File: config.mk
export PLATFORM = sky130hd
export DESIGN_NAME = regfile_flat
export DESIGN_NICKNAME = d
export VERILOG_FILES = /design/src/include/pip_defs.svh /design/src/rtl/pip_ifs.sv /design/src/rtl/regfile.sv /design/src/flat_wrapper.sv
export SDC_FILE = /design/constraint.sdc
export NUM_CORES = 2
export LEC_CHECK = 0
export BUFFER_PORTS_ARGS = -buffer_cell sky130_fd_sc_hd__buf_2
export CELL_PAD_IN_SITES_DETAIL_PLACEMENT = 1
export CELL_PAD_IN_SITES_GLOBAL_PLACEMENT = 1
export CORE_MARGIN = 5
export CORE_UTILIZATION = 30
export CTS_CLUSTER_SIZE = 24
export DETAILED_ROUTE_END_ITERATION = 7
export PLACE_DENSITY_LB_ADDON = 0.1
export SYNTH_ARGS = -nofsm -noshare
export SYNTH_HDL_FRONTEND = slang
export SYNTH_SLANG_ARGS = --single-unit
File: constraint.sdc
create_clock -name clock -period 4.7 [get_ports clock]
set_clock_uncertainty 0.1 [all_clocks]
set_input_delay 1.175 -clock clock [delete_from_list [all_inputs] [get_ports clock]]
set_output_delay 1.175 -clock clock [all_outputs]
set_load 0.05 [all_outputs]
File: src/include/pip_defs.svh
`ifndef PIP_DEFS_SVH
`define PIP_DEFS_SVH

// memory depths in 32-bit words
`define PIP_IMEM_DEPTH 64
`define PIP_DMEM_DEPTH 16

// host address map
`define PIP_HOST_AW 8
`define PIP_HOST_IMEM_BASE 8'h00
`define PIP_HOST_REG_BASE 8'h40
`define PIP_HOST_CTRL 8'h80

`endif

File: src/rtl/pip_ifs.sv
`timescale 1ns/1ns
`default_nettype none


interface wb_if;
  logic        we;
  logic [4:0]  waddr;
  logic [31:0] wdata;

  modport master (output we, waddr, wdata);
  modport slave (input we, waddr, wdata);
endinterface

`default_nettype wire

File: src/rtl/regfile.sv
`timescale 1ns/1ns
`default_nettype none

module regfile (
  input  logic        clock,
  input  logic [4:0]  rd_addr1,
  input  logic [4:0]  rd_addr2,
  output logic [31:0] rd_data1,
  output logic [31:0] rd_data2,
  wb_if.slave         wb,
  input  logic [4:0]  host_raddr,
  output logic [31:0] host_rdata
);

  logic [31:0] regs [32];

  function automatic logic [31:0] read_port(input logic [4:0] addr);
    if (addr == 5'd0)
      return 32'd0;
    if (wb.we && wb.waddr == addr)
      return wb.wdata; // write-through
    return regs[addr];
  endfunction

  always_comb begin
    rd_data1   = read_port(rd_addr1);
    rd_data2   = read_port(rd_addr2);
    host_rdata = read_port(host_raddr);
  end

  always_ff @(posedge clock) begin
    if (wb.we)
      regs[wb.waddr] <= wb.wdata;
  end

endmodule

`default_nettype wire

File: src/flat_wrapper.sv
// flat-port wrapper written by rule: the top's interface ports become plain ports
module regfile_flat 
  (clock, rd_addr1, rd_addr2, rd_data1, rd_data2, host_raddr, host_rdata, wb_we, wb_waddr, wb_wdata);
  wb_if wb_i ();
  input  logic clock;
  input  logic [4:0] rd_addr1;
  input  logic [4:0] rd_addr2;
  output logic [31:0] rd_data1;
  output logic [31:0] rd_data2;
  input  logic [4:0] host_raddr;
  output logic [31:0] host_rdata;
  input wire logic [$bits(wb_i.we)-1:0] wb_we;
  input wire logic [$bits(wb_i.waddr)-1:0] wb_waddr;
  input wire logic [$bits(wb_i.wdata)-1:0] wb_wdata;
  assign wb_i.we = wb_we;
  assign wb_i.waddr = wb_waddr;
  assign wb_i.wdata = wb_wdata;
  regfile u_core (.clock(clock), .rd_addr1(rd_addr1), .rd_addr2(rd_addr2), .rd_data1(rd_data1), .rd_data2(rd_data2), .wb(wb_i), .host_raddr(host_raddr), .host_rdata(host_rdata));
endmodule
Word-level counts from Yosys, hierarchy flattened
Memories as Yosys holds them, arrays and structs flattened.
Index checks and enable logic that the tools add are counted.
Word-level totals
  register bits after elaboration: 0
  latch bits: 0
  memory bits (writable): 1024
  memory bits (read-only): 0
  input port bits: 54
  output and inout port bits: 96
  logic and storage cells: 33
  memories: 1
Memory list
  u_core.regs: words 32, width 32, read ports 3, clocked after Yosys merged registers in 0, write ports 1, line regfile.sv:15  | logic [31:0] regs [32];
Cells by class
  $add $sub $neg: 0
  $mul: 0
  divide/modulo/power cells: 0
  order comparisons: 0
  eq/ne operators: 3
  shifts and indexed selects: 0
  multiplexer cells: 23
  bitwise operators: 0
  reduce and logical (&&, ||, !) cells: 6
Operators with widths (number)
  $mux W32: 12
  $eq A5 B5 Y1: 3
  $logic_not A5 Y1: 3
  $mux W1: 11
  $logic_and A1 B1 Y1: 3

Longest topological paths before layout
  depth after elaboration: 6
  gate-level depth with buffers: 10

Least setup slack after synthesis
No wires, ideal clock.
  kind: input port to output port
  start: in rd_addr2[1]
  end: out rd_data2[17]
  arrival: 3.739 ns
  path slack: -0.314 ns
  stages on the path: 9
  buffers on the path: 5
  cells stage by stage: buf_2 buf_4 buf_2 buf_2 buf_2 o211ai_1 a31oi_1 a211oi_1 a211oi_1
On the way
  word-level cells in the longest chain between the ends: 6
  elaborated cells on any way between the ends: 10
Ends and longest elaborated chain
  from (decl): line flat_wrapper.sv:7  | input logic [4:0] rd_addr2;
  parallel branches: the longest is 5 deep, another holds $mem_v2 Z32 W32
  $mux W32 *: line regfile.sv:20  | if (wb.we && wb.waddr == addr)
  to (decl): line flat_wrapper.sv:9  | output logic [31:0] rd_data2;
Every way passes the cells marked *. The select of a mux whose other input is x is not followed.

Final worst setup path
  start: in rd_addr2[2]
  end: out rd_data2[2]
The elaborated chain is that of the path after synthesis.

==> impl_metrics.yaml <==
pwr:
  power_frac_comb_pct: 18.0
  power.internal_mw: 17.66
  ir_drop_uv: 282.3
  p_leak_nw: 24.31
  power.share.clock_pct: 40.3
  power_switching_mw: 6.859
  p_seq_share_pct: 41.8
  power_density_nw_per_um2: 340.0
  total_power_mw: 24.52
  sw_frac_of_total_pct: 27.97
floorplanning:
  io_pins: 150
  core_area_um2: 188000
  fp.dieW_um: 444.9
  die_area_um2: 197900
  die_h_um: 444.9
  rows: 159
  start_util_pct: 30.17
finish:
  nets: 4094
  regMostFlops: "u_core.regs"
  seqCellArea_um2: 30750
  multi_input_area_um2: 25030
  fin_util_pct: 38.37
  areaGrowthSynthToFinish_pct: 27.15
  num-fill-cells: 18590
  stdcell_count: 6644
  final_layout_size_suffix_gt1_share_pct: 42.05
  largestRegisters: "u_core.regs (1024)"
  largest_reg_flops: 1024
global_routing:
  grt_pass1_vias: 43530
  grt.met3_usage_pct: 5.344
  grt_use_total_pct: 28.89
  gr-usage-met1_pct: 37.10
  grt_pass1_wl_um: 391600
  met2_usage_pct: 47.64
  grt-busiest-layer: "met2"
  overflow: 0
  antenna_found_initial: 15
  grt_max_degree: 36
routing:
  drt_iter0_drc: 5116
  drtAntennaViolNets: 0
  via_per_inst: 6.358
  drtPass1Iterations: 8
  dr_total_vias: 42240
  route.detailed.drc: 0
  wl_per_cell_um: 44.12
  drt-total-wl_um: 293200
timing:
  hold_violations: 0
  maxSlewHeadroom_pct: 36.52
  tightestPinTransition_ns: 0.9493
  fin_crit_ns: 4.732
  fin_crit_sh_pct: 100.7
  fmax_mhz: 211.3
  fin_ws_ns: -0.03175
  drv_slew: 0
  setup_violations: 5
  rsz0062_at_grt: "yes"
synthesis:
  yosys_warnings: 0
  synth_edf_count: 1024
  ys_seq_area_share_pct: 54.20
  ys_types: 66
  syn_avg_cell_area_um2: 16.40
  synth_area_um2: 56730
  syn_inst: 3459
  synth_nets: 3513
  ys_ff_latch: 1024
  async_reset_ff_share_pct: 0
  synth_ff_type: "edfxtp_1"
critical_path:
  cp-end-kind: "output port"
  slowest_delay_ns: 0.48
  cp.arrival_ns: 3.46
  worst_path_max_delay_cell: "o41ai_4"
  path_cells: "buf_8, buf_4, or2_1, o21ai_4, buf_6, nor2_1, o41ai_4, buf_4, nand2_1, buf_4"
  required_ns: 3.42
  cp.depth: 10
  crit_end: "rd_data2[2]"
  path_common_cell: "buf_4"
  criticalPathCategory: "primary input to output port"
  cp-startpoint: "rd_addr2[2]"
  cp_max_fo: 11
  cp-start-kind: "primary input"
  crit_buf_inv: 5
  path_delay_family: "buffers and inverters"
clocking:
  clockBufferDepth: 3
  cts-root-buf: "clkbuf_16"
  clk_pin_slew_ns: 0.05
  cts_tree: "built"
  cts.htree.levels: 4
  clock-sinks: 1024
  cts_buffers: 133
placement:
  dp_hpwl_um: 193700
  portBuffers: 149
  dp_cells: 6367
  gp_congestion: 0.8876
worst_hold_path:
  hp-class: "primary input to register"
run_status:
  status: "finished with violations"
  failed_checks: "negative setup slack"
job:
  drv_cap: 0
worst min-delay path by stage:
| stage | from | to | slack [ns] | cells past startpoint |
|---|---|---|---|---|
| 6_report | wb_wdata[26] | u_core.regs[13][26] | 0.70 | 1 |
| 5_1_grt | wb_wdata[26] | u_core.regs[13][26] | 0.65 | 1 |
| 4_1_cts | wb_wdata[26] | u_core.regs[13][26] | 0.63 | 1 |
| 3_5_place_dp | wb_wdata[26] | u_core.regs[13][26] | 1.48 | 1 |
| 3_3_place_gp | wb_wdata[26] | u_core.regs[13][26] | 1.47 | 1 |
| 2_1_floorplan | wb_wdata[0] | u_core.regs[0][0] | 1.17 | 0 |
per-stage QoR:
step | area [µm²] | setup slack (ns) | hold WS [ns] | setup TNS [ns]
6_report | 72130 | -0.03175 | 0.6951 | -0.06104
5_1_grt | 72110 | -0.03455 | 0.6498 | -0.1158
4_1_cts | 71650 | -0.02517 | 0.6324 | -0.03054
3_5_place_dp | 66970 | -0.6218 | 1.475 | -3.872
3_3_place_gp | 66970 | -0.5209 | 1.471 | -4.002
2_1_floorplan | 56750 | 0.005882 | 1.174 | 0
cell usage in the layout, fill, tap and decap left out, types with 16 or more instances in the layout:
master	instances
edfxtp_1	1024
mux4_2	582
buf_4	463
mux2i_1	352
buf_12	223
clkbuf_16	140
a22oi_1	122
a21oi_1	106
nand2_1	101
o22ai_1	70
o21ai_0	59
nor2_1	52
buf_2	50
nand3_1	49
mux2_2	48
a211oi_1	45
a221oi_1	38
nor2_4	35
o221ai_1	31
a32o_1	29
nor3_1	28
clkinv_1	28
clkbuf_1	26
a221o_1	24
nor2b_1	22
nand4_1	18
buf_6	16
power groups by stage:
stage | sequential [mW] | combinational (mW) | clock, mW
2_1_floorplan | 10.4 | 2.03 | 0
4_1_cts | 10.2 | 4.35 | 10.0
5_1_grt | 10.2 | 4.51 | 10.4
3_5_place_dp | 10.4 | 4.26 | 0
3_3_place_gp | 10.4 | 4.25 | 0
6_report | 10.2 | 4.41 | 9.87
layer usage:
layer  routed length (µm)  vias to the layer above
met5                    0                        -
met4                15650                        0
met3                22140                      614
met2               139700                     2519
met1               115700                    22960
li1                     -                    16150
logic make-up (layout without fill, tap and decap cells):
| logic type | count (synthesis) | in the layout | synth area share [%] |
|---|---|---|---|
| AOI/OAI and AO/OA | 678 | 678 | 8.593 |
| other | 0 | 9 | 0 |
| and+or+nand+nor | 416 | 416 | 3.635 |
| muxes | 985 | 985 | 30.32 |
| DFF | 1024 | 1024 | 54.20 |
| xor gates and xnor gates | 15 | 15 | 0.2316 |
| buffers and inverters | 341 | 1022 | 3.013 |
layout make-up:
cell class                      instances  share of cell area [%]
Clock buffer                          164                   4.923
Antenna cell                            9                 0.03122
Sequential cell                      1024                   42.63
Timing Repair Buffer                  780                   12.57
Clock inverter                         71                  0.7736
Inverter                                7                 0.04163
Tap cell                             2495                   4.328
Multi-Input combinational cell       2094                   34.70
cell usage after synthesis (all sizes together) (33+ instances only):
master     n  share of area (%)
nor2b     33               0.36
a21oi    115                1.0
o21ai     65               0.57
nand3     53               0.47
clkbuf   131               0.87
nor2      93               0.62
a211oi    55               0.73
edfxtp  1024                 54
mux2      48               0.95
buf      203                2.1
nand2    103               0.68
mux2i    355                6.3
a22oi    126                1.7
a221oi    46               0.71
mux4     582                 23
o22ai     74               0.82
repair_timing:
item,4_1_cts,5_1_grt
pin swaps,4,3
buffers inserted,8,17
gates resized for setup,62,64
endpoints found under the setup margin,49,49
hold buffers,0,0
cloned,6,2
Power figures use the tool's default switching activity.
