==> config.mk <==
export PLATFORM = sky130hd
export DESIGN_NAME = exec_mem_flat
export DESIGN_NICKNAME = d
export VERILOG_FILES = /design/src/rtl/pip_types_pkg.sv /design/src/rtl/pip_ifs.sv /design/src/rtl/exec_mem.sv /design/src/flat_wrapper.sv
export VERILOG_INCLUDE_DIRS = /design/src /design/src/include
export SDC_FILE = /design/constraint.sdc
export NUM_CORES = 1
export LEC_CHECK = 0
export BUFFER_PORTS_ARGS = -buffer_cell sky130_fd_sc_hd__buf_2
export CAP_MARGIN = 15
export CORE_ASPECT_RATIO = 0.5
export CORE_MARGIN = 2
export CORE_UTILIZATION = 25
export CTS_BUF_LIST = sky130_fd_sc_hd__clkbuf_2
export CTS_CLUSTER_SIZE = 10
export DETAILED_ROUTE_END_ITERATION = 7
export HOLD_SLACK_MARGIN = 0.02
export PLACE_DENSITY_LB_ADDON = 0.05
export SYNTH_ARGS = -nofsm -noshare
export SYNTH_HDL_FRONTEND = slang
export SYNTH_SLANG_ARGS = --single-unit
export TNS_END_PERCENT = 50
==> constraint.sdc <==
create_clock -name clock -period 9.7 [get_ports clock]
set_clock_uncertainty 0.1 [all_clocks]
set_input_delay 0.97 -clock clock [delete_from_list [all_inputs] [get_ports clock]]
set_output_delay 0.97 -clock clock [all_outputs]
set_load 0.01 [all_outputs]
==> src/include/pip_defs.svh <==
`ifndef PIP_DEFS_SVH
`define PIP_DEFS_SVH

// memory depths in 32-bit words
`define PIP_IMEM_DEPTH 64
`define PIP_DMEM_DEPTH 16

// host address map
`define PIP_HOST_AW 8
`define PIP_HOST_IMEM_BASE 8'h00
`define PIP_HOST_REG_BASE 8'h40
`define PIP_HOST_CTRL 8'h80

`endif

==> src/rtl/pip_types_pkg.sv <==
`default_nettype none

package pip_types_pkg;

  typedef enum logic [1:0] {
    FWD_NONE,
    FWD_FROM_EXMEM,
    FWD_FROM_MEMWB,
    FWD_FROM_MEMWB_LATE // store data picked up in MEM
  } fwd_t;

  typedef enum logic [3:0] {
    OP_PASS_A,
    OP_ADD,
    OP_SUB,
    OP_AND,
    OP_OR,
    OP_XOR,
    OP_NOR,
    OP_SLL,
    OP_SRL,
    OP_SRA,
    OP_LUI
  } alu_op_t;

  typedef enum logic {
    RES_ALU,
    RES_SET
  } alu_res_t;

  typedef struct packed {
    logic [5:0] opc;
    logic [4:0] rs;
    logic [4:0] rt;
    logic [4:0] rd;
    logic [4:0] shamt;
    logic [5:0] funct;
  } instr_r_t;

  typedef struct packed {
    logic [5:0]  opc;
    logic [4:0]  rs;
    logic [4:0]  rt;
    logic [15:0] imm;
  } instr_i_t;

  typedef union packed {
    instr_r_t r;
    instr_i_t i;
  } instr_u;

endpackage

`default_nettype wire

==> src/rtl/pip_ifs.sv <==
`timescale 1ns/1ns
`default_nettype none

interface dec_if;
  import pip_types_pkg::*;

  logic        valid;
  logic [31:0] A;
  logic [31:0] B;
  logic [31:0] imm;
  logic        imm_valid;
  logic [4:0]  shamt;
  alu_op_t     alu_op;
  alu_res_t    alu_res_sel;
  logic        alu_set_u;
  fwd_t        A_fwd_from;
  fwd_t        B_fwd_from;
  logic        B_need_late;
  logic        alu_inst;
  logic        load_inst;
  logic        store_inst;
  logic [4:0]  dest_reg;
  logic        dest_reg_valid;

  modport master (output valid, A, B, imm, imm_valid, shamt, alu_op, alu_res_sel,
                  alu_set_u, A_fwd_from, B_fwd_from, B_need_late, alu_inst,
                  load_inst, store_inst, dest_reg, dest_reg_valid);
  modport slave (input valid, A, B, imm, imm_valid, shamt, alu_op, alu_res_sel,
                 alu_set_u, A_fwd_from, B_fwd_from, B_need_late, alu_inst,
                 load_inst, store_inst, dest_reg, dest_reg_valid);
endinterface

interface haz_if;
  logic [4:0] id_ex_dest_reg;
  logic       id_ex_dest_reg_valid;
  logic [4:0] ex_mem_dest_reg;
  logic       ex_mem_dest_reg_valid;
  logic       id_ex_load_inst;

  modport master (output id_ex_dest_reg, id_ex_dest_reg_valid, ex_mem_dest_reg,
                  ex_mem_dest_reg_valid, id_ex_load_inst);
  modport slave (input id_ex_dest_reg, id_ex_dest_reg_valid, ex_mem_dest_reg,
                 ex_mem_dest_reg_valid, id_ex_load_inst);
endinterface

interface wb_if;
  logic        we;
  logic [4:0]  waddr;
  logic [31:0] wdata;

  modport master (output we, waddr, wdata);
  modport slave (input we, waddr, wdata);
endinterface

`default_nettype wire

==> src/rtl/exec_mem.sv <==
`timescale 1ns/1ns
`default_nettype none
`include "pip_defs.svh"

module exec_mem (
  input  logic  clock,
  input  logic  rst,
  dec_if.slave  dec,
  haz_if.master haz,
  wb_if.master  wb,
  output logic  pipe_empty
);
  import pip_types_pkg::*;

  logic        ie_valid, ie_we, ie_load, ie_store, ie_imm_valid, ie_set_u, ie_late;
  logic [4:0]  ie_dest, ie_shamt;
  logic [31:0] ie_a, ie_b, ie_imm;
  alu_op_t     ie_op;
  alu_res_t    ie_res_sel;
  fwd_t        ie_a_fwd, ie_b_fwd;
  logic        em_valid, em_we, em_load, em_store, em_late;
  logic [4:0]  em_dest;
  logic [31:0] em_res, em_sdata;
  logic        mw_valid, mw_we;
  logic [4:0]  mw_dest;
  logic [31:0] mw_data;
  logic [31:0] dmem [`PIP_DMEM_DEPTH];
  logic [31:0] a, b, b_op, alu_out, res, ld_data, st_data;
  logic [32:0] diff;
  logic        lt;

  always_ff @(posedge clock) begin
    if (rst) begin
      ie_valid <= 1'b0;
      ie_we    <= 1'b0;
      ie_load  <= 1'b0;
      ie_store <= 1'b0;
      em_valid <= 1'b0;
      em_we    <= 1'b0;
      em_load  <= 1'b0;
      em_store <= 1'b0;
      mw_valid <= 1'b0;
      mw_we    <= 1'b0;
    end else begin
      ie_valid <= dec.valid;
      ie_we    <= dec.dest_reg_valid && (dec.alu_inst || dec.load_inst);
      ie_load  <= dec.load_inst;
      ie_store <= dec.store_inst;
      em_valid <= ie_valid;
      em_we    <= ie_we;
      em_load  <= ie_load;
      em_store <= ie_store;
      mw_valid <= em_valid;
      mw_we    <= em_we;
    end
  end

  always_ff @(posedge clock) begin
    ie_a         <= dec.A;
    ie_b         <= dec.B;
    ie_imm       <= dec.imm;
    ie_imm_valid <= dec.imm_valid;
    ie_shamt     <= dec.shamt;
    ie_op        <= dec.alu_op;
    ie_res_sel   <= dec.alu_res_sel;
    ie_set_u     <= dec.alu_set_u;
    ie_a_fwd     <= dec.A_fwd_from;
    ie_b_fwd     <= dec.B_fwd_from;
    ie_late      <= dec.B_need_late && dec.B_fwd_from == FWD_FROM_MEMWB_LATE;
    ie_dest      <= dec.dest_reg;
    em_res       <= res;
    em_sdata     <= b;
    em_late      <= ie_late;
    em_dest      <= ie_dest;
    mw_data      <= em_load ? ld_data : em_res;
    mw_dest      <= em_dest;
  end

  always_comb begin
    case (ie_a_fwd)
      FWD_FROM_EXMEM: a = em_res;
      FWD_FROM_MEMWB: a = mw_data;
      default:        a = ie_a;
    endcase
    case (ie_b_fwd)
      FWD_FROM_EXMEM: b = em_res;
      FWD_FROM_MEMWB: b = mw_data;
      default:        b = ie_b; // late case is resolved in MEM
    endcase
  end

  assign b_op = ie_imm_valid ? ie_imm : b;
  assign diff = {1'b0, a} - {1'b0, b_op};
  assign lt   = ie_set_u ? diff[32] : ((a[31] ^ b_op[31]) ? a[31] : diff[31]);

  // fixed shifts arrive with A zero, variable ones with shamt zero
  always_comb begin
    case (ie_op)
      OP_ADD:  alu_out = a + b_op;
      OP_SUB:  alu_out = diff[31:0];
      OP_AND:  alu_out = a & b_op;
      OP_OR:   alu_out = a | b_op;
      OP_XOR:  alu_out = a ^ b_op;
      OP_NOR:  alu_out = ~(a | b_op);
      OP_SLL:  alu_out = b_op << (ie_shamt | a[4:0]);
      OP_SRL:  alu_out = b_op >> (ie_shamt | a[4:0]);
      OP_SRA:  alu_out = $signed(b_op) >>> (ie_shamt | a[4:0]);
      OP_LUI:  alu_out = {b_op[15:0], 16'd0};
      default: alu_out = a;
    endcase
  end

  assign res = (ie_res_sel == RES_SET) ? {31'd0, lt} : alu_out;

  // word-only data memory
  assign ld_data = dmem[em_res[5:2]];
  assign st_data = em_late ? mw_data : em_sdata;

  always_ff @(posedge clock) begin
    if (em_store)
      dmem[em_res[5:2]] <= st_data;
  end

  assign haz.id_ex_dest_reg        = ie_dest;
  assign haz.id_ex_dest_reg_valid  = ie_we;
  assign haz.ex_mem_dest_reg       = em_dest;
  assign haz.ex_mem_dest_reg_valid = em_we;
  assign haz.id_ex_load_inst       = ie_load;

  assign wb.we    = mw_we;
  assign wb.waddr = mw_dest;
  assign wb.wdata = mw_data;

  assign pipe_empty = !(ie_valid || em_valid || mw_valid);

endmodule

`default_nettype wire

==> src/flat_wrapper.sv <==
// flat-port wrapper written by rule: the top's interface ports become plain ports
module exec_mem_flat import pip_types_pkg::*;
  (clock, rst, pipe_empty, dec_valid, dec_A, dec_B, dec_imm, dec_imm_valid, dec_shamt, dec_alu_op, dec_alu_res_sel, dec_alu_set_u, dec_A_fwd_from, dec_B_fwd_from, dec_B_need_late, dec_alu_inst, dec_load_inst, dec_store_inst, dec_dest_reg, dec_dest_reg_valid, haz_id_ex_dest_reg, haz_id_ex_dest_reg_valid, haz_ex_mem_dest_reg, haz_ex_mem_dest_reg_valid, haz_id_ex_load_inst, wb_we, wb_waddr, wb_wdata);
  dec_if dec_i ();
  haz_if haz_i ();
  wb_if wb_i ();
  input  logic clock;
  input  logic rst;
  output logic pipe_empty;
  input wire logic [$bits(dec_i.valid)-1:0] dec_valid;
  input wire logic [$bits(dec_i.A)-1:0] dec_A;
  input wire logic [$bits(dec_i.B)-1:0] dec_B;
  input wire logic [$bits(dec_i.imm)-1:0] dec_imm;
  input wire logic [$bits(dec_i.imm_valid)-1:0] dec_imm_valid;
  input wire logic [$bits(dec_i.shamt)-1:0] dec_shamt;
  input wire logic [$bits(dec_i.alu_op)-1:0] dec_alu_op;
  input wire logic [$bits(dec_i.alu_res_sel)-1:0] dec_alu_res_sel;
  input wire logic [$bits(dec_i.alu_set_u)-1:0] dec_alu_set_u;
  input wire logic [$bits(dec_i.A_fwd_from)-1:0] dec_A_fwd_from;
  input wire logic [$bits(dec_i.B_fwd_from)-1:0] dec_B_fwd_from;
  input wire logic [$bits(dec_i.B_need_late)-1:0] dec_B_need_late;
  input wire logic [$bits(dec_i.alu_inst)-1:0] dec_alu_inst;
  input wire logic [$bits(dec_i.load_inst)-1:0] dec_load_inst;
  input wire logic [$bits(dec_i.store_inst)-1:0] dec_store_inst;
  input wire logic [$bits(dec_i.dest_reg)-1:0] dec_dest_reg;
  input wire logic [$bits(dec_i.dest_reg_valid)-1:0] dec_dest_reg_valid;
  output wire logic [$bits(haz_i.id_ex_dest_reg)-1:0] haz_id_ex_dest_reg;
  output wire logic [$bits(haz_i.id_ex_dest_reg_valid)-1:0] haz_id_ex_dest_reg_valid;
  output wire logic [$bits(haz_i.ex_mem_dest_reg)-1:0] haz_ex_mem_dest_reg;
  output wire logic [$bits(haz_i.ex_mem_dest_reg_valid)-1:0] haz_ex_mem_dest_reg_valid;
  output wire logic [$bits(haz_i.id_ex_load_inst)-1:0] haz_id_ex_load_inst;
  output wire logic [$bits(wb_i.we)-1:0] wb_we;
  output wire logic [$bits(wb_i.waddr)-1:0] wb_waddr;
  output wire logic [$bits(wb_i.wdata)-1:0] wb_wdata;
  assign dec_i.valid = dec_valid;
  assign dec_i.A = dec_A;
  assign dec_i.B = dec_B;
  assign dec_i.imm = dec_imm;
  assign dec_i.imm_valid = dec_imm_valid;
  assign dec_i.shamt = dec_shamt;
  assign dec_i.alu_op = dec_alu_op;
  assign dec_i.alu_res_sel = dec_alu_res_sel;
  assign dec_i.alu_set_u = dec_alu_set_u;
  assign dec_i.A_fwd_from = dec_A_fwd_from;
  assign dec_i.B_fwd_from = dec_B_fwd_from;
  assign dec_i.B_need_late = dec_B_need_late;
  assign dec_i.alu_inst = dec_alu_inst;
  assign dec_i.load_inst = dec_load_inst;
  assign dec_i.store_inst = dec_store_inst;
  assign dec_i.dest_reg = dec_dest_reg;
  assign dec_i.dest_reg_valid = dec_dest_reg_valid;
  assign haz_id_ex_dest_reg = haz_i.id_ex_dest_reg;
  assign haz_id_ex_dest_reg_valid = haz_i.id_ex_dest_reg_valid;
  assign haz_ex_mem_dest_reg = haz_i.ex_mem_dest_reg;
  assign haz_ex_mem_dest_reg_valid = haz_i.ex_mem_dest_reg_valid;
  assign haz_id_ex_load_inst = haz_i.id_ex_load_inst;
  assign wb_we = wb_i.we;
  assign wb_waddr = wb_i.waddr;
  assign wb_wdata = wb_i.wdata;
  exec_mem u_core (.clock(clock), .rst(rst), .dec(dec_i), .haz(haz_i), .wb(wb_i), .pipe_empty(pipe_empty));
endmodule
# After elaboration in Yosys (flattened, before gate mapping)
# Memories as Yosys holds them, arrays and structs flattened. A register that Yosys moved wholly into a read port is not among the register bits.
# Cells that the tools add are included.
# Widths: inputs -> output; s select.
# totals
regBits	235
latchBits	0
ram_bits	512
romBits	0
word_cells	74
memories	1
# memory_table
name	depth	word_bits	rd	rd_ports_with_merged_regs	wr	line_no	text
u_core.dmem	16	32	1	1	1	exec_mem.sv:27	logic [31:0] dmem [`PIP_DMEM_DEPTH];
# op_classes
addsub	2
n_mul	0
div_mod_pow	0
magnitude_cmp	0
eq_ne	15
shift	3
n_mux	12
bitwise	6
reduce_logical	6
# ops
cell	count
$pmux 32 s10	1
$pmux 32 s2	2
$mux 32	3
$sub 32x32->33	1
$add 32x32->32	1
$and 32x32->32	1
$not 32->32	1
$or 32x32->32	1
$shl 32x5->32	1
$shr 32x5->32	1
$sshr 32x5->32	1
$xor 32x32->32	1
$eq 4x3->1 const B	4
$eq 4x4->1 const B	3
$eq 4x2->1 const B	2
$eq 2x2->1 const B	3
$mux 1	5
$or 5x5->5	1
$eq 2x1->1 const B	2
$eq 4x1->1 const B	1
$mux 4	1
$logic_or 1x1->1	3
$logic_and 1x1->1	2
$logic_not 1->1	1
$xor 1x1->1	1

# Logic depth before layout (Yosys ltp)
# Gate-level depths: netlist of run 1.
# depth
ltp_word	7
depth_mapped	26
mapped_depth_nobuf	23

# Worst setup path before layout of run 1
# OpenSTA, ideal clock, no wires.
# synth_timing
path_kind	register to register
from	register u_core.ie_a_fwd[0]
to	register u_core.em_res[31]
arrival_time_ns	5.072
required_ns	9.467
path_slack_ns	4.395
stages_incl_launch_ff	25
synth_period_minus_slack_ns	5.305
path_cell_list	dfxtp_1 > inv_1 > ha_1 > buf_6 > clkbuf_1 > clkbuf_1 > nor2_1 > a21oi_1 > inv_1 > ha_1 > buf_2 > nor4bb_1 > and3_1 > a211oi_1 > o41ai_1 > a211oi_2 > o21ai_0 > a21o_1 > a31oi_1 > fa_1 > o21ai_0 > a2111oi_0 > o21ai_0 > nor3_1 > o32ai_1
# synth_via
elab_chain_len	5
elab_cells_between_ends	14
# synth_lines
element	line_no	text
start, declared	exec_mem.sv:20	fwd_t ie_a_fwd, ie_b_fwd;
start signal, assigned	exec_mem.sv:67	ie_a_fwd <= dec.A_fwd_from;
$eq 2x2->1 / $eq 2x1->1 (equally long branches)	exec_mem.sv:80	case (ie_a_fwd)
$pmux 32 s2 *	exec_mem.sv:80	
parallel branches: the longest is 2 deep, another holds $sub 32x32->33	-	
$pmux 32 s10 *	exec_mem.sv:98	case (ie_op)
end signal, assigned	exec_mem.sv:71	em_res <= res;
end, declared	exec_mem.sv:23	logic [31:0] em_res, em_sdata;
# Every way passes the cells marked *.
# A chain may end at the register's enable or synchronous reset.

# Final worst setup path of run 1
# layout_timing
from	register u_core.ie_b_fwd[0]
to	register u_core.em_res[31]
# layout_via
elab_chain_len	6
elab_cells_between_ends	14
# layout_lines
element	line_no	text
start, declared	exec_mem.sv:20	
start signal, assigned	exec_mem.sv:68	ie_b_fwd <= dec.B_fwd_from;
$eq 2x2->1 / $eq 2x1->1 (equally long branches)	exec_mem.sv:85	case (ie_b_fwd)
$pmux 32 s2 *	exec_mem.sv:85	
$mux 32 *	exec_mem.sv:92	assign b_op = ie_imm_valid ? ie_imm : b;
parallel branches: the longest is 2 deep, another holds $sub 32x32->33	-	
$pmux 32 s10 *	exec_mem.sv:98	
# Marked as above.

==> run_results.csv, run 1 <==
group,metric,value,unit
cells_and_area,nNetsFinal,3475,
placement,dp.cells,4868,
synth,synth_top_area_share,42.3,%
synth,synth_commonest_cells,"edfxtp_1, dfxtp_1, nand2_1, nor2_1, mux4_2",
route,drc,0,
grt,grt_pass1_vias,27400,
job,maxCapViolCount,0,
pwr,p_int,0.00511,W
timing,tns,0,ns
worst_setup_path,start_kind,"flop",
floorplan,dieArea,0.149,mm2
min_path,hold_end,"u_core.ie_op[3]",
clock_network,cts-root-buf,"clkbuf_2",
worst_setup_path,critPathBufInv,4,
synth,synth_top_family_by_area,"multiplexers",
grt,grt_use_total,20.0,%
worst_setup_path,path_max_fanout,75,
synth,syn_area_per_cell,12.8,um2
route,drt-total-wl,151000,um
min_path,hold_path_depth,2,
route,drt-initial-drc-count,2282,
min_path,min_path_type,"primary input to flop",
floorplan,core,0.144,mm2
route,vias,26500,
timing,rsz0062_at_grt,"false",
pwr,p_per_area,184,mW/mm2
clock_network,cts_tree,"built",
synth,synth.distinct_cells,76,
synth,ys_seq_elements,747,
synth,yosysSeqAreaShare,55.2,%
pwr,ir_worst_vdd,0.0000609,V
pwr,p_leak,15.7,nW
pwr,seqPwrFrac,47.2,%
route,wl_per_cell,28.3,um
synth,ys_top_cells_by_area,"edfxtp_1, dfxtp_1, mux4_2",
floorplan,rows,98,
route,drt-pass1-iter-count,5,
cells_and_area,drive_gt1_share,25.3,%
placement,hpwl,105000,um
worst_setup_path,crit_family,"compound AO/OA/AOI/OAI gates",
floorplan,io_pins,177,
synth,synthesis.nets,3087,
pwr,combPwrFrac,24.5,%
pwr,power.switching,0.00277,W
placement,gp_congestion,0.957,
worst_setup_path,rr_endpoint,"u_core.em_res[31]",
synth,async_flop_share,0,%
timing,max_slew.worst_pin.slew,1.23,ns
floorplan,die_x,543,um
route,vias_per_cell,4.98,
route,ant_nets,0,
grt,overflow,0,
clock_network,numCtsBuffers,189,
clock_network,ctsResizeCount,0,
clock_network,cts.clk_slew.worst_paths,0.18,ns
worst_setup_path,cp-end-kind,"flop",
worst_setup_path,timing.rr.start,"u_core.ie_b_fwd[0]",
synth,ys_warn_count,0,
synth,syn_inst,2851,
clock_network,cts_buffer_depth,4,
worst_setup_path,rr_worst_depth,22,
synth,synth-simple-area-share,7.34,%
worst_setup_path,rrSetupSlack,2.68,ns
synth,synth_fa_ha_area_share,3.88,%
grt,grt_max_degree,96,
synth,ys.flop_type,"edfxtp_1",
worst_setup_path,path_cells,"inv_1 -> ha_2 -> buf_4 -> nand2b_1 -> o221ai_1 -> buf_4 -> inv_1 -> ha_1 -> nor4bb_1 -> and3_1 -> a211oi_1 -> o41ai_1 -> a211oi_2 -> o21ai_0 -> a21o_1 -> a31oi_1 -> fa_1 -> o21ai_0 -> a2111oi_0 -> o21ai_0 -> nor3_1 -> o32ai_1",
synth,synth_most_common_cell,"edfxtp_1",
worst_setup_path,cp.required,10.67,ns
clock_network,worstSkewPairLatency,1.32,ns
pwr,swShare,35.1,%
synth,synth_edf_count,512,
worst_setup_path,crit_type,"flop to flop",
grt,antenna_found_initial,12,
timing,max_freq,0.142,GHz
worst_setup_path,crit_slowest_cell,"o41ai_1",
min_path,hp-start,"dec_alu_op[3]",
cells_and_area,synthToLayoutAreaGrowth,17.5,%
cells_and_area,fillers,14700,
timing,finalHoldViolCount,0,
clock_network,h-tree-depth,4,
status,outcome,"completed",
floorplan,initial_utilization,25.3,%
placement,io_buffers,176,
cells_and_area,final_core_util,29.8,%
floorplan,die_y,274,um
cells_and_area,fin_cells,5331,
timing,period_share,72.4,%
pwr,clkPwrFrac,28.3,%
synth,syn_area,0.0364,mm2
cells_and_area,largest_reg_flops,512,
worst_setup_path,cp_common_cell,"o21ai_0",
synth,synth_compound_area_share,13.0,%
clock_network,clock_sinks,747,
timing,slew_headroom,17.4,%
grt,grt_pass1_wl,212000,um
timing,setup_viol,0,
worst_setup_path,max_stage_delay,0.64,ns
timing,fin_crit,7.02,ns
timing,maxSlewViolCount,0,
synth,synth.largest_area_cell,"edfxtp_1",
synth,synth_mux_area_share,16.4,%
synth,synth_xor_area_share,0.554,%
worst_setup_path,worstPathArrival,7.99,ns
==> routing by layer <==
layer,GRT usage (%),wire length [um],vias to the layer above
met5,0,0,-
met3,3.37,7400,232
met4,6.66,4900,0
met2,31.3,67600,815
li1,-,-,11900
met1,28.1,70700,13600
==> kinds of logic (layout without fill, tap and decap cells) <==
kind of cell	Yosys count	after routing
and+or+nand+nor	578	578
AOI/OAI and AO/OA	681	681
adders and majority gates	111	111
muxes	387	387
other	0	5
xor gates and xnor gates	23	23
DFF	747	747
buffers and inverters	324	849
==> power groups by stage <==
stage                     registers (W)  clock network (W)  logic, W
after detailed placement        0.00379                  0   0.00187
after global placement          0.00380                  0   0.00189
after floorplan                 0.00369                  0   0.00117
after CTS                       0.00372            0.00237   0.00192
final                           0.00372            0.00223   0.00193
after global routing            0.00373            0.00253   0.00207
==> worst register-to-register path: stages, from the launching register on <==
cell and delay, ns:
dfxtp_1 0.35, inv_1 0.05, ha_2 0.35, buf_4 0.55, nand2b_1 0.47, o221ai_1 0.33, buf_4 0.25, inv_1 0.07
ha_1 0.47, nor4bb_1 0.49, and3_1 0.21, a211oi_1 0.15, o41ai_1 0.64, a211oi_2 0.26, o21ai_0 0.45, a21o_1 0.18
a31oi_1 0.11, fa_1 0.54, o21ai_0 0.08, a2111oi_0 0.35, o21ai_0 0.16, nor3_1 0.20, o32ai_1 0.10
==> stage by stage <==
stage	instance area (um2)	hold slack, ns	total power (W)	setup WS, ns
5_1_grt	42700	0.0598	0.00833	2.08
3_5_place_dp	39700	0.215	0.00566	2.69
4_1_cts	42700	0.0257	0.00801	2.67
2_1_floorplan	36400	0.210	0.00486	4.39
6_report	42700	0.202	0.00787	2.68
3_3_place_gp	39700	0.214	0.00569	2.86
==> what timing repair did <==
item	CTS	global route
hold buffers	130	0
buffers inserted	0	0
endpoints found under the setup margin	0	0
endpoints found under the hold margin	128	0
==> area by class of cell <==
type / count / area, um2 / area share [%]
Antenna cell: 5 / 12.5 / 0.0293
Clock buffer: 270 / 1350 / 3.16
Clock inverter: 58 / 337 / 0.788
Inverter: 124 / 465 / 1.09
Multi-Input combinational cell: 1780 / 15100 / 35.4
Sequential cell: 747 / 20100 / 47.0
Tap cell: 1950 / 2440 / 5.71
Timing Repair Buffer: 397 / 2890 / 6.76
==> worst max-delay path by stage <==
stage	slack, ns	to	startpoint	cells after the start
2_1_floorplan	4.39	u_core.em_res[31]	u_core.ie_a_fwd[0]	24
3_3_place_gp	2.86	u_core.em_res[31]	u_core.ie_b_fwd[0]	22
3_5_place_dp	2.69	u_core.em_res[31]	u_core.ie_b_fwd[0]	22
4_1_cts	2.67	u_core.em_res[31]	u_core.ie_b_fwd[0]	22
5_1_grt	2.08	u_core.em_res[31]	u_core.ie_b_fwd[0]	22
6_report	2.68	u_core.em_res[31]	u_core.ie_b_fwd[0]	22
==> cell usage in the layout, fill, tap and decap left out, drive strengths merged, types with 13 or more instances in the layout <==
cell type / netlist / layout
buf: 76 / 267
o21ai: 125 / 125
a221oi: 27 / 27
nor3b: 25 / 25
clkinv: 0 / 52
inv: 124 / 126
dfxtp: 235 / 235
a221o: 30 / 30
nand2b: 28 / 28
and3: 17 / 17
o221ai: 25 / 25
a21o: 27 / 27
mux2i: 144 / 144
a22oi: 68 / 68
dlygate4sd3: 0 / 130
a21oi: 142 / 142
ha: 108 / 108
edfxtp: 512 / 512
o21bai: 13 / 13
nor2: 171 / 171
mux2: 85 / 85
a2111oi: 13 / 13
mux4: 158 / 158
o211ai: 28 / 28
nand2: 189 / 189
clkbuf: 124 / 270
nor3: 37 / 37
a31oi: 35 / 35
xnor2: 19 / 19
nor2b: 31 / 31
a211oi: 37 / 37
nand3: 43 / 43
(Power assumes the default switching activity.)
==> run 2: changes to the inputs <==
clock period = 5.85 ns   (was 9.7 ns; I/O delays follow)
==> run_results.csv, run 2 (synthesis gave the netlist of run 1 again) <==
group,metric,value,unit
cells_and_area,drive_gt1_share,26.9,%
route,vias,27800,
timing,maxSlewViolCount,0,
status,outcome,"completed",
cells_and_area,mostFrequentLayoutCells,"edfxtp_1, clkbuf_2, dlygate4sd3_1",
clock_network,h-tree-depth,4,
grt,antenna_found_initial,16,
timing,max_slew.worst_pin.slew,1.09,ns
grt,overflow,0,
timing,setup_viol,0,
route,drt-pass1-iter-count,6,
timing,tns,0,ns
floorplan,die_x,543,um
pwr,combPwrFrac,26.5,%
grt,grt_pass1_wl,219000,um
clock_network,cts.clk_slew.worst_paths,0.11,ns
cells_and_area,fin_cells,5558,
cells_and_area,final_common_cell,"edfxtp_1",
clock_network,cts-root-buf,"clkbuf_2",
route,drc,0,
grt,grt_max_degree,72,
worst_setup_path,worstPathArrival,6.52,ns
worst_setup_path,cp.required,6.92,ns
min_path,min_path_type,"flop to flop",
worst_setup_path,cp-end-kind,"flop",
route,vias_per_cell,4.99,
timing,period_share,93.1,%
pwr,swShare,35.4,%
grt,grt_pass1_vias,28300,
route,ant_nets,0,
clock_network,clock_sinks,747,
route,wl_per_cell,28.4,um
floorplan,initial_utilization,25.3,%
floorplan,core,0.144,mm2
route,drt-initial-drc-count,2673,
pwr,p_per_area,299,mW/mm2
timing,rsz0062_at_grt,"false",
cells_and_area,largest_reg_flops,512,
placement,gp_congestion,0.913,
pwr,seqPwrFrac,45.6,%
cells_and_area,nNetsFinal,3702,
timing,max_freq,0.184,GHz
pwr,ir_worst_vdd,0.000108,V
pwr,power.switching,0.00474,W
floorplan,io_pins,177,
worst_setup_path,path_max_fanout,20,
pwr,clkPwrFrac,27.9,%
placement,dp.cells,4973,
clock_network,numCtsBuffers,190,
timing,slew_headroom,27.4,%
job,maxCapViolCount,0,
worst_setup_path,crit_type,"flop to flop",
worst_setup_path,start_kind,"flop",
grt,grt_use_total,20.8,%
timing,finalHoldViolCount,0,
pwr,p_leak,16.8,nW
clock_network,cts_tree,"built",
route,drt-total-wl,158000,um
cells_and_area,fillers,14700,
floorplan,die_y,274,um
cells_and_area,synthToLayoutAreaGrowth,23.5,%
clock_network,worstSkewPairLatency,1.33,ns
placement,io_buffers,176,
cells_and_area,final_core_util,31.3,%
timing,fin_crit,5.45,ns
clock_network,cts_buffer_depth,4,
pwr,p_int,0.00867,W
floorplan,rows,98,
placement,hpwl,110000,um
floorplan,dieArea,0.149,mm2
[run 2: cell count changes in the layout (fill, tap and decap cells not counted), moves of 5 or more]
cell / delta
clkbuf_2: +5
dlygate4sd3_1: +121
buf_12: +8
buf_4: +97
[run 2: metrics by stage]
stage	setup WS (ns)	total power, W	hold slack, ns	area (um2)
2_1_floorplan	0.545	0.00806	0.210	36400
3_3_place_gp	0.121	0.00965	0.217	40600
3_5_place_dp	0.177	0.00960	0.222	40600
4_1_cts	0.260	0.0136	0.0759	44800
5_1_grt	0.0355	0.0141	0.123	44900
6_report	0.404	0.0134	0.229	44900
[run 2: critical path: stages, from the launching register on]
cell and delay [ns]:
dfxtp_1 0.35, ha_2 0.34, buf_4 0.30, a22oi_1 0.10, o21ai_0 0.79, ha_1 0.29
buf_4 0.19, inv_1 0.05, a21o_1 0.15, a211oi_1 0.58, o41ai_1 0.14, buf_4 0.17
a211oi_2 0.22, o21ai_1 0.12, a21o_1 0.20, a31oi_1 0.22, fa_1 0.19, o21ai_0 0.08
a2111oi_0 0.30, o21ai_0 0.15, nor3_1 0.19, o32ai_1 0.11
[run 2: per-layer routing]
metal	GRT usage (%)	up-vias	wire length, um
met5	0	-	13
met4	6.15	2	4430
met3	4.10	243	9710
met2	31.4	1035	68500
met1	30.0	14200	75100
li1	-	12300	-
[run 2: final cells by class]
cell class                 instances  area (um2)  share of cell area (%)
timing repair buffer             623        4990                    11.1
clock buffer                     275        1380                    3.07
sequential                       747       20100                    44.8
clock inverter                    56         330                   0.736
inverter                         124         465                    1.04
multi-input combinational       1780       15200                    33.8
tap                             1950        2440                    5.44
antenna                            3        7.51                  0.0167
[run 2: repair_timing]
action | in CTS | in global routing
hold endpoints to repair | 128 | 0
setup buffers | 0 | 0
endpoints found under the setup margin | 0 | 2
hold buffers | 251 | 0
resized for setup | 0 | 8
[run 2: power groups by stage]
| stage | combinational [W] | sequential, W | clock, W |
|---|---|---|---|
| floorplan | 0.00195 | 0.00611 | 0 |
| global placement | 0.00341 | 0.00624 | 0 |
| detailed placement | 0.00337 | 0.00623 | 0 |
| CTS | 0.00352 | 0.00611 | 0.00398 |
| global route | 0.00378 | 0.00613 | 0.00423 |
| finish | 0.00355 | 0.00612 | 0.00374 |
[run 2: worst paths after layout]
kind	startpoint	to	slack, ns	cells after the start
worst max-delay path	u_core.ie_a_fwd[1]	u_core.em_res[31]	0.40	21
worst min-delay path	u_core.ie_late	u_core.em_late	0.23	0
worst max register to register	u_core.ie_a_fwd[1]	u_core.em_res[31]	0.40	21
worst min register to register	u_core.ie_late	u_core.em_late	0.23	0
